<file path="src/rtl/hnmGeometryPkg.sv">
`default_nettype none

package hnmGeometryPkg;

    localparam int rowBits = 4;                     // row index width
    localparam int colBits = 3;                     // column index width
    localparam int ssidBits = rowBits + colBits;    // full superstrip id

    localparam int nRows = 1 << rowBits;            // 16 memory rows
    localparam int nCols = 1 << colBits;            // 8 bits per row word

    localparam int ramReadLatency = 2;              // address reg plus data reg
    localparam int bypassDepth = ramReadLatency + 1; // recent writes kept for merging

    typedef logic [rowBits-1:0] rowIdxT;            // upper ssid bits
    typedef logic [colBits-1:0] colIdxT;            // lower ssid bits
    typedef logic [ssidBits-1:0] ssidT;             // {row, col}
    typedef logic [nCols-1:0] rowDataT;             // one hit bit per column

endpackage

`default_nettype wire

</file>
<file path="src/rtl/hnmControlPkg.sv">
`default_nettype none

package hnmControlPkg;

    // what a read in flight is for
    typedef enum logic [1:0] {
        reqNone,                                    // empty slot
        reqSetHit,                                  // read half of a read-modify-write
        reqQueryBit,                                // single ssid lookup
        reqQueryRow                                 // whole row lookup
    } reqKindE;

    typedef enum logic [1:0] {
        clearIdle,                                  // held here during reset
        clearSweep,                                 // zeroing one row per cycle
        clearSettle,                                // let the last writes land
        clearDone                                   // map usable
    } clearStateE;

    localparam int clearSettleCycles = 4;           // wait after last cleared row
    localparam int clearSettleBits = $clog2(clearSettleCycles);

    typedef logic [clearSettleBits-1:0] settleCountT;

endpackage

`default_nettype wire

</file>
<file path="src/rtl/ssidMapRam.sv">
`default_nettype none

module ssidMapRam (
    input  logic                    clk,
    input  logic                    writeEnable,
    input  hnmGeometryPkg::rowIdxT  writeRow,
    input  hnmGeometryPkg::rowDataT writeData,
    input  hnmGeometryPkg::rowIdxT  readRow,
    output hnmGeometryPkg::rowDataT readData
);

    hnmGeometryPkg::rowDataT mem [hnmGeometryPkg::nRows];       // the hit map itself
    hnmGeometryPkg::rowIdxT  readRowQ;                          // registered read address
    hnmGeometryPkg::rowDataT dataPipe [hnmGeometryPkg::ramReadLatency-1]; // output regs

    // write port
    always_ff @(posedge clk) begin
        if (writeEnable) begin
            mem[writeRow] <= writeData;                         // visible to next read sample
        end
    end

    // read port, address stage then data stages
    always_ff @(posedge clk) begin
        readRowQ <= readRow;
        dataPipe[0] <= mem[readRowQ];                           // old data on same-edge write
        for (int i = 1; i < hnmGeometryPkg::ramReadLatency - 1; i++) begin
            dataPipe[i] <= dataPipe[i-1];                       // extra latency if configured
        end
    end

    assign readData = dataPipe[hnmGeometryPkg::ramReadLatency-2];

endmodule

`default_nettype wire

</file>
<file path="src/rtl/clearSequencer.sv">
`default_nettype none

module clearSequencer (
    input  logic                   clk,
    input  logic                   reset,
    output logic                   ready,
    output logic                   clearWrite,
    output hnmGeometryPkg::rowIdxT clearRow
);

    hnmControlPkg::clearStateE   state;
    hnmGeometryPkg::rowIdxT      rowCount;      // row being zeroed
    hnmControlPkg::settleCountT  settleCount;   // cycles waited after sweep

    always_ff @(posedge clk) begin
        if (reset) begin
            state <= hnmControlPkg::clearIdle;  // restart the sweep once reset drops
            rowCount <= '0;
            settleCount <= '0;
        end else begin
            case (state)
                hnmControlPkg::clearIdle: begin
                    state <= hnmControlPkg::clearSweep;
                    rowCount <= '0;
                end
                hnmControlPkg::clearSweep: begin
                    rowCount <= rowCount + 1'b1;                // one row per cycle
                    if (rowCount == hnmGeometryPkg::rowIdxT'(hnmGeometryPkg::nRows - 1)) begin
                        state <= hnmControlPkg::clearSettle;    // last row issued
                        settleCount <= '0;
                    end
                end
                hnmControlPkg::clearSettle: begin
                    settleCount <= settleCount + 1'b1;
                    if (settleCount ==
                        hnmControlPkg::settleCountT'(hnmControlPkg::clearSettleCycles - 1)) begin
                        state <= hnmControlPkg::clearDone;
                    end
                end
                hnmControlPkg::clearDone: begin
                    state <= hnmControlPkg::clearDone;          // stay until next reset
                end
                default: begin
                    state <= hnmControlPkg::clearIdle;
                end
            endcase
        end
    end

    assign clearWrite = (state == hnmControlPkg::clearSweep);   // zero row write request
    assign clearRow = rowCount;
    assign ready = (state == hnmControlPkg::clearDone);         // requests taken only here

endmodule

`default_nettype wire

</file>
<file path="src/rtl/readTracker.sv">
`default_nettype none

module readTracker (
    input  logic                   clk,
    input  logic                   reset,
    input  logic                   ready,
    input  logic                   setHit,
    input  logic                   querySsid,
    input  logic                   queryRow,
    input  hnmGeometryPkg::ssidT   ssidIn,
    input  hnmGeometryPkg::rowIdxT rowIn,
    output hnmGeometryPkg::rowIdxT ramReadRow,
    output hnmControlPkg::reqKindE retKind,
    output hnmGeometryPkg::rowIdxT retRow,
    output hnmGeometryPkg::colIdxT retCol
);

    hnmControlPkg::reqKindE acceptKind;             // request picked this cycle
    hnmGeometryPkg::rowIdxT acceptRow;
    hnmGeometryPkg::colIdxT acceptCol;

    hnmControlPkg::reqKindE issueKind;              // tag alongside ramReadRow
    hnmGeometryPkg::colIdxT issueCol;

    // tag stages matching the memory read latency
    hnmControlPkg::reqKindE kindPipe [hnmGeometryPkg::ramReadLatency];
    hnmGeometryPkg::rowIdxT rowPipe [hnmGeometryPkg::ramReadLatency];
    hnmGeometryPkg::colIdxT colPipe [hnmGeometryPkg::ramReadLatency];

    // fixed priority, one request per cycle
    always_comb begin
        acceptKind = hnmControlPkg::reqNone;
        if (ready) begin
            if (setHit) begin
                acceptKind = hnmControlPkg::reqSetHit;
            end else if (querySsid) begin
                acceptKind = hnmControlPkg::reqQueryBit;
            end else if (queryRow) begin
                acceptKind = hnmControlPkg::reqQueryRow;
            end
        end
    end

    // split ssid into row and column
    assign acceptRow = (setHit || querySsid) ?
        ssidIn[hnmGeometryPkg::ssidBits-1:hnmGeometryPkg::colBits] : rowIn;
    assign acceptCol = ssidIn[hnmGeometryPkg::colBits-1:0];   // unused by row queries

    always_ff @(posedge clk) begin
        if (reset) begin
            issueKind <= hnmControlPkg::reqNone;                // drop anything in flight
            for (int i = 0; i < hnmGeometryPkg::ramReadLatency; i++) begin
                kindPipe[i] <= hnmControlPkg::reqNone;
            end
        end else begin
            issueKind <= acceptKind;
            kindPipe[0] <= issueKind;
            for (int i = 1; i < hnmGeometryPkg::ramReadLatency; i++) begin
                kindPipe[i] <= kindPipe[i-1];
            end
        end
    end

    // address and tag payload
    always_ff @(posedge clk) begin
        ramReadRow <= acceptRow;                                // read issued on accept edge
        issueCol <= acceptCol;
        rowPipe[0] <= ramReadRow;
        colPipe[0] <= issueCol;
        for (int i = 1; i < hnmGeometryPkg::ramReadLatency; i++) begin
            rowPipe[i] <= rowPipe[i-1];
            colPipe[i] <= colPipe[i-1];
        end
    end

    assign retKind = kindPipe[hnmGeometryPkg::ramReadLatency-1];  // aligned with ramReadData
    assign retRow = rowPipe[hnmGeometryPkg::ramReadLatency-1];
    assign retCol = colPipe[hnmGeometryPkg::ramReadLatency-1];

endmodule

`default_nettype wire

</file>
<file path="src/rtl/hitMerger.sv">
`default_nettype none

module hitMerger (
    input  logic                    clk,
    input  logic                    reset,
    input  hnmControlPkg::reqKindE  retKind,
    input  hnmGeometryPkg::rowIdxT  retRow,
    input  hnmGeometryPkg::colIdxT  retCol,
    input  hnmGeometryPkg::rowDataT ramReadData,
    input  logic                    clearWrite,
    input  hnmGeometryPkg::rowIdxT  clearRow,
    output logic                    ramWrite,
    output hnmGeometryPkg::rowIdxT  ramWriteRow,
    output hnmGeometryPkg::rowDataT ramWriteData,
    output logic                    bitValid,
    output hnmGeometryPkg::ssidT    bitSsid,
    output logic                    bitValue,
    output logic                    rowValid,
    output hnmGeometryPkg::rowIdxT  rowIndex,
    output hnmGeometryPkg::rowDataT rowData
);

    hnmGeometryPkg::rowDataT correctedRow;      // memory data with recent writes applied
    hnmGeometryPkg::rowDataT mergedRow;         // corrected row plus the new hit
    logic                    doWrite;
    hnmGeometryPkg::rowIdxT  nextWriteRow;
    hnmGeometryPkg::rowDataT nextWriteData;

    // bypass window, entry 0 is the newest write
    logic [hnmGeometryPkg::bypassDepth-1:0] winValid;
    hnmGeometryPkg::rowIdxT  winRow [hnmGeometryPkg::bypassDepth];
    hnmGeometryPkg::rowDataT winData [hnmGeometryPkg::bypassDepth];

    always_comb begin
        correctedRow = ramReadData;
        for (int i = hnmGeometryPkg::bypassDepth - 1; i >= 0; i--) begin
            if (winValid[i] && (winRow[i] == retRow)) begin
                correctedRow = winData[i];      // oldest first so the newest match wins
            end
        end
    end

    assign mergedRow = correctedRow | (hnmGeometryPkg::rowDataT'(1) << retCol);
    assign doWrite = clearWrite || (retKind == hnmControlPkg::reqSetHit);
    assign nextWriteRow = clearWrite ? clearRow : retRow;     // clear owns the port in sweep
    assign nextWriteData = clearWrite ? '0 : mergedRow;

    always_ff @(posedge clk) begin
        if (reset) begin
            ramWrite <= 1'b0;
            bitValid <= 1'b0;
            rowValid <= 1'b0;
            winValid <= '0;                                     // window forgotten
        end else begin
            ramWrite <= doWrite;
            bitValid <= (retKind == hnmControlPkg::reqQueryBit); // single cycle pulse
            rowValid <= (retKind == hnmControlPkg::reqQueryRow);
            if (doWrite) begin
                winValid <= {winValid[hnmGeometryPkg::bypassDepth-2:0], 1'b1};
            end
        end
    end

    always_ff @(posedge clk) begin
        ramWriteRow <= nextWriteRow;
        ramWriteData <= nextWriteData;
        bitSsid <= {retRow, retCol};                            // echo the queried ssid
        bitValue <= correctedRow[retCol];
        rowIndex <= retRow;
        rowData <= correctedRow;
        if (doWrite) begin
            winRow[0] <= nextWriteRow;                          // record every memory write
            winData[0] <= nextWriteData;
            for (int i = 1; i < hnmGeometryPkg::bypassDepth; i++) begin
                winRow[i] <= winRow[i-1];
                winData[i] <= winData[i-1];
            end
        end
    end

endmodule

`default_nettype wire

</file>
<file path="src/rtl/hitMapTop.sv">
`default_nettype none

module hitMapTop (
    input  logic                    clk,
    input  logic                    reset,
    input  logic                    setHit,
    input  logic                    querySsid,
    input  logic                    queryRow,
    input  hnmGeometryPkg::ssidT    ssidIn,
    input  hnmGeometryPkg::rowIdxT  rowIn,
    output logic                    ready,
    output logic                    bitValid,
    output hnmGeometryPkg::ssidT    bitSsid,
    output logic                    bitValue,
    output logic                    rowValid,
    output hnmGeometryPkg::rowIdxT  rowIndex,
    output hnmGeometryPkg::rowDataT rowData
);

    logic                    clearWrite;        // zero sweep request
    hnmGeometryPkg::rowIdxT  clearRow;
    hnmGeometryPkg::rowIdxT  ramReadRow;
    hnmGeometryPkg::rowDataT ramReadData;
    hnmControlPkg::reqKindE  retKind;           // tag leaving the pipeline
    hnmGeometryPkg::rowIdxT  retRow;
    hnmGeometryPkg::colIdxT  retCol;
    logic                    ramWrite;          // from the single writer
    hnmGeometryPkg::rowIdxT  ramWriteRow;
    hnmGeometryPkg::rowDataT ramWriteData;

    clearSequencer clearSeq (
        .clk        (clk),
        .reset      (reset),
        .ready      (ready),
        .clearWrite (clearWrite),
        .clearRow   (clearRow)
    );

    readTracker tracker (
        .clk        (clk),
        .reset      (reset),
        .ready      (ready),
        .setHit     (setHit),
        .querySsid  (querySsid),
        .queryRow   (queryRow),
        .ssidIn     (ssidIn),
        .rowIn      (rowIn),
        .ramReadRow (ramReadRow),
        .retKind    (retKind),
        .retRow     (retRow),
        .retCol     (retCol)
    );

    ssidMapRam mapRam (
        .clk         (clk),
        .writeEnable (ramWrite),
        .writeRow    (ramWriteRow),
        .writeData   (ramWriteData),
        .readRow     (ramReadRow),
        .readData    (ramReadData)
    );

    hitMerger merger (
        .clk          (clk),
        .reset        (reset),
        .retKind      (retKind),
        .retRow       (retRow),
        .retCol       (retCol),
        .ramReadData  (ramReadData),
        .clearWrite   (clearWrite),
        .clearRow     (clearRow),
        .ramWrite     (ramWrite),
        .ramWriteRow  (ramWriteRow),
        .ramWriteData (ramWriteData),
        .bitValid     (bitValid),
        .bitSsid      (bitSsid),
        .bitValue     (bitValue),
        .rowValid     (rowValid),
        .rowIndex     (rowIndex),
        .rowData      (rowData)
    );

endmodule

`default_nettype wire

</file>
<file path="config.mk">
export PLATFORM = sky130hd
export DESIGN_NAME = hitMapTop
export DESIGN_NICKNAME = d
export VERILOG_FILES = /design/src/rtl/hnmGeometryPkg.sv /design/src/rtl/hnmControlPkg.sv /design/src/rtl/ssidMapRam.sv /design/src/rtl/clearSequencer.sv /design/src/rtl/readTracker.sv /design/src/rtl/hitMerger.sv /design/src/rtl/hitMapTop.sv
export SDC_FILE = /design/constraint.sdc
export NUM_CORES = 1
export LEC_CHECK = 0
export BUFFER_PORTS_ARGS = -buffer_cell sky130_fd_sc_hd__clkbuf_2
export CORE_MARGIN = 1.5
export CORE_UTILIZATION = 63
export CTS_BUF_LIST = sky130_fd_sc_hd__clkbuf_8
export CTS_CLUSTER_SIZE = 30
export DETAILED_ROUTE_END_ITERATION = 12
export PLACE_DENSITY = 0.81
export SKIP_CTS_REPAIR_TIMING = 1
export SLEW_MARGIN = 30
export SYNTH_ARGS = -nofsm -noshare
export SYNTH_HDL_FRONTEND = slang
export SYNTH_SLANG_ARGS = --single-unit
</file>
<file path="constraint.sdc">
create_clock -name clk -period 3.1 [get_ports clk]
set_input_delay 0.62 -clock clk [delete_from_list [all_inputs] [get_ports clk]]
set_output_delay 0.62 -clock clk [all_outputs]
set_load 0.01 [all_outputs]
</file>
==> flow_metrics.tcl, run 1 <==
set metrics [dict create \
    yosysTopAreaCellShare 0.5649 \
    die-width_microns 120.6 \
    drt_wl_total_microns 15370 \
    routabilityCongestion 0.8456 \
    numCtsBuffers 37 \
    overflow 0 \
    clock_latency_ns 0.51 \
    cts.sinks 241 \
    fmax_ghz 0.3746 \
    cp_max_fo 8 \
    placedInstanceArea_sq_um 9099 \
    synth.distinct_cells 52 \
    worstMarginPinSlew_ns 0.9042 \
    final_cell_count_no_fill 767 \
    start_util 0.6532 \
    hp-class "input pin to flip-flop" \
    rr_startpoint "tracker.rowPipe[0][4]" \
    critPathLaunch "tracker.rowPipe[0][4]" \
    holdWs_ns 0.2066 \
    dr.pass1.iters 5 \
    root_buffer "clkbuf_8" \
    wl_per_cell_microns 20.04 \
    power_density_nw_per_um2 667.6 \
    dieArea_sq_um 14550 \
    min-delay-start "ssidIn[2]" \
    fill_cells 797 \
    skew_ns 0.02242 \
    area_growth_pct 11.93 \
    port_buffers 38 \
    cp.arrival_ns 2.92 \
    finalHoldViolCount 0 \
    leakage_nw 3.521 \
    ir_drop_v 0.0005698 \
    syn_area_per_cell_sq_um 17.23 \
    cp-start-kind "flip-flop" \
    post-place-ws_ns 0.4954 \
    rows 42 \
    final_antenna_net_count 0 \
    crit_type "flip-flop to flip-flop" \
    post-route-util 0.7311 \
    ys_seq_elements 241 \
    endpoint "merger.winData[0][0]" \
    r2r_slack_ns 0.43 \
    tns_ns 0 \
    layout.nets 583 \
    synth_area_leaders "edfxtp_1 (56%), dfxtp_1 (18%), mux4_2 (10%)" \
    reg2reg_depth 7 \
    required_ns 3.35 \
    grt_use_total 0.2223 \
    htreeDepth 2 \
    ios 39 \
    finalPower_mw 6.514 \
    antenna_found_initial 0 \
    coreArea_sq_um 13350 \
    status "complete, no violations" \
    yosysTopAreaCell "edfxtp_1" \
    ys.flop_type "edfxtp_1" \
    die_h_microns 120.6 \
    dp.cells 702 \
    fin_crit_ns 2.669 \
    grt_pass1_vias 4468 \
    post-dp-hpwl_microns 9871 \
    period_share 0.8611 \
    setup_ws_ns 0.4307 \
    synth_common_cells "edfxtp_1 (164), dfxtp_1 (77), mux4_2 (40)" \
    end_kind "flip-flop" \
    clockBufferDepth 3 \
    ys_seq_area_frac 0.7417 \
    syn_area_sq_um 8718 \
    drv_cap 0 \
    rsz0062_at_grt "false" \
    drive_gt1_frac 0.2555 \
    cts_tree "yes" \
    cts.clk_slew.worst_paths_ns 0.06 \
    via_per_inst 5.898 \
    yosysWarnings 0 \
    grt_pass1_wl_microns 24090 \
    drt_iter0_drc 411 \
    finalSetupViolCount 0 \
    rr_endpoint "merger.winData[0][0]" \
    drc 0 \
    postLayoutCellArea_sq_um 9758 \
    synth-edff-count 164 \
    syn-num-nets 524 \
    drv_slew 0 \
    async_flop_share 0 \
    postSynthCellCount 506 \
    yosysMostFrequentCell "edfxtp_1" \
    dr_total_vias 4524 \
    relSlewSlack 0.3950 \
    grt_max_degree 34 \
    antenna_cells 0 \
]
[power breakdown]
group	leakage (nW)	switching, mW	internal [mW]
clock network	0.382	1.13	1.22
registers	2.17	0.137	3.63
logic	0.967	0.199	0.195
[cell usage in the layout (no fill, tap or decap), drive strengths merged, types with 2 or more instances in the layout]
cell and n:
xor2 3, xnor2 4, a211oi 2, nand2 24, clkinv 16, mux4 40
or3b 2, mux2 9, a211o 2, buf 9, nor3b 4, nor4 3
o31a 2, clkbuf 76, a31oi 4, nand2b 7, mux2i 10, o22ai 3
a21oi 12, o21a 4, dfxtp 77, ha 2, edfxtp 164, nor2b 9
nor3 7, nand3 4, o21ai 8, nor2 31, nand3b 5, a22oi 5
inv 29
[layout make-up]
| cell class | count | area [sq um] | area share |
|---|---|---|---|
| flip-flops and latches | 241 | 6467 | 0.6628 |
| multi-input cells | 219 | 2069 | 0.2121 |
| clock buffers | 38 | 523.0 | 0.05360 |
| repair buffers | 47 | 270.3 | 0.02770 |
| well taps | 176 | 220.2 | 0.02257 |
| clock inverters | 27 | 136.4 | 0.01398 |
| inverters | 19 | 71.32 | 0.007309 |
[registers in the layout (all words and copies together), names as in the netlist, 2 cells and up]
name,flops
clearSeq.clearRow,4
clearSeq.settleCount,2
clearSeq.state,2
mapRam.dataPipe,8
mapRam.mem,128
merger.bitSsid,7
merger.ramWriteData,8
merger.ramWriteRow,4
merger.rowData,8
merger.winData,24
merger.winRow,12
merger.winValid,3
tracker.colPipe,6
tracker.issueCol,3
tracker.issueKind,2
tracker.kindPipe,4
tracker.ramReadRow,4
tracker.rowPipe,8
[how the worst min path moves through the flow]
stage / end / cells after the start / slack, ns
2_1_floorplan: tracker.colPipe[0][0] / 0 / 0.31
3_3_place_gp: tracker.colPipe[0][4] / 0 / 0.31
3_5_place_dp: tracker.colPipe[0][4] / 0 / 0.31
4_1_cts: tracker.issueCol[2] / 1 / 0.19
5_1_grt: tracker.issueCol[1] / 1 / 0.19
6_report: tracker.issueCol[2] / 1 / 0.21
[critical path, stage by stage (launching register included)]
cell	delay [ns]
dfxtp_1	0.43
inv_2	0.05
a222oi_1	0.58
and3_1	0.50
mux2_2	0.40
mux2i_1	0.14
o21ai_1	0.10
o21a_1	0.20
[kinds of logic after synthesis]
kind of cell	Yosys count	synth area share
compound gates	50	0.03947
xor+xnor	7	0.007032
fa+ha+maj	2	0.002870
buf+inv	46	0.02296
flops	241	0.7417
mux	59	0.1264
simple gates	101	0.05956
[metal layers]
layer / part of all wire / vias to the layer above / GRT usage / routed length (microns)
met5: 0 / - / 0 / 0
met1: 0.42 / 2271 / 0.3076 / 6528
li1: - / 2046 / - / -
met2: 0.48 / 178 / 0.3484 / 7434
met4: 0.024 / 0 / 0.09044 / 374
met3: 0.067 / 29 / 0.05000 / 1030
(Power assumes the default switching activity.)
==> run 2: changes to the inputs <==
--- a/config.mk
+++ b/config.mk
@@ -12,6 +12,7 @@
 export CTS_CLUSTER_SIZE = 30
 export DETAILED_ROUTE_END_ITERATION = 12
 export PLACE_DENSITY = 0.81
+export REMOVE_ABC_BUFFERS = 1
 export SKIP_CTS_REPAIR_TIMING = 1
 export SLEW_MARGIN = 30
 export SYNTH_ARGS = -nofsm -noshare
==> run 2 against run 1 <==
Effect of this change:
- utilization grew 0.27 points
- sequential share of layout area decreased by 0.25 points
- die area unchanged
- largest power group unchanged
==> flow_metrics.tcl, run 2 (synthesis gave the netlist of run 1 again) <==
set metrics [dict create \
    fin_crit_ns 2.634 \
    dr_total_vias 4521 \
    critical_path.max_stage_delay_ns 0.57 \
    root_buffer "clkbuf_8" \
    power.switching_mw 1.477 \
    cp-start-kind "flip-flop" \
    skew_ns 0.02054 \
    overflow 0 \
    power_density_nw_per_um2 677.0 \
    reg.largest.list "mapRam.mem x128, merger.winData x24, merger.winRow x12" \
    start_util 0.6532 \
    dr.pass1.iters 5 \
    hp-class "input pin to flip-flop" \
    tns_ns 0 \
    final_antenna_net_count 0 \
    setup_ws_ns 0.4659 \
    relSlewSlack 0.4199 \
    via_per_inst 5.894 \
    clkPwrFrac 0.371 \
    cts_tree "yes" \
    wl_per_cell_microns 20.48 \
    crit_family "compound AO/OA/AOI/OAI gates" \
    top_register "mapRam.mem" \
    clockBufferDepth 3 \
    cp.buffers_inverters 1 \
    ios 39 \
    clock_latency_ns 0.51 \
    routabilityCongestion 0.8938 \
    finalHoldViolCount 0 \
    antenna_found_initial 0 \
    rows 42 \
    worstMarginPinSlew_ns 0.8670 \
    numCtsBuffers 37 \
    layout_commonest_cell "edfxtp_1" \
    cp.arrival_ns 2.89 \
    post-dp-hpwl_microns 10200 \
    drt_iter0_drc 297 \
    largest_register_ffs 128 \
    final_cell_count_no_fill 767 \
    die-width_microns 120.6 \
    rsz0062_at_grt "false" \
    swShare 0.2227 \
    grt_max_degree 34 \
    drt_wl_total_microns 15710 \
    finalSetupViolCount 0 \
    drv_slew 0 \
    period_share 0.8497 \
    cpMaxStageDelayCell "a222oi_1" \
    power.internal_mw 5.154 \
    antenna_cells 0 \
    end_kind "flip-flop" \
    fmax_ghz 0.3796 \
    die_h_microns 120.6 \
    dieArea_sq_um 14550 \
    drc 0 \
    grt_pass1_wl_microns 24960 \
    htreeDepth 2 \
    area_growth_pct 12.34 \
    path_cells "inv_2 -> a222oi_1 -> and3_1 -> mux2_2 -> mux2i_1 -> o21ai_1 -> o21a_1" \
    required_ns 3.35 \
    coreArea_sq_um 13350 \
    cp_max_fo 8 \
    status "complete, no violations" \
    layout.nets 583 \
    cts.clk_slew.worst_paths_ns 0.06 \
    grt_pass1_vias 4623 \
    seqPwrFrac 0.568 \
    dp.cells 702 \
    drive_gt1_frac 0.2589 \
    cts.sinks 241 \
    crit_type "flip-flop to flip-flop" \
    most-common-layout-cells "edfxtp_1 (164), dfxtp_1 (76), mux4_2 (40)" \
    leakage_nw 3.543 \
    ir_drop_v 0.0004003 \
    drv_cap 0 \
    grt_use_total 0.2312 \
    fill_cells 815 \
    post-place-ws_ns 0.5172 \
    p_comb_frac 0.060 \
    port_buffers 38 \
]
-- run 2: cell type report --
type,instances,area [sq um],area share
Clock buffer,39,536.8,0.05480
Clock inverter,26,158.9,0.01622
Inverter,19,71.32,0.007282
Multi-Input combinational cell,219,2069,0.2113
Sequential cell,241,6467,0.6603
Tap cell,176,220.2,0.02248
Timing Repair Buffer,47,270.3,0.02759
-- run 2: power groups by stage --
stage               Clock [mW]  Combinational (mW)  Sequential, mW
floorplan                    0               0.236            3.82
global placement             0               0.392            3.82
detailed placement           0               0.401            3.84
CTS                       2.51               0.403            3.77
global route              2.65               0.434            3.79
finish                    2.46               0.399            3.77
-- run 2: metrics by stage --
step	power [mW]	utilization	hold slack, ns	cell area, sq um
floorplan	4.051	-	0.3096	8589
global placement	4.212	0.6817	0.3136	9099
detailed placement	4.236	0.6817	0.3121	9099
CTS	6.683	0.7338	0.1914	9794
global route	6.879	0.7338	0.1834	9794
finish	6.631	0.7338	0.2153	9794
-- run 2: worst paths after layout --
kind	startpoint	to	slack, ns	cells after the start
hold / removal	ssidIn[1]	tracker.issueCol[1]	0.22	1
hold reg to reg	tracker.colPipe[0][2]	tracker.colPipe[0][5]	0.32	0
setup reg to reg	tracker.rowPipe[0][4]	merger.winData[0][6]	0.47	7
setup / recovery	tracker.rowPipe[0][4]	merger.winData[0][6]	0.47	7
-- run 2: layer usage --
layer | share of wire | track usage | routed length, microns | vias up
li1 | - | - | - | 2050
met1 | 0.41 | 0.3191 | 6502 | 2260
met2 | 0.49 | 0.3583 | 7681 | 177
met3 | 0.073 | 0.06415 | 1142 | 34
met4 | 0.024 | 0.08529 | 383 | 0
met5 | 0 | 0 | 0 | -
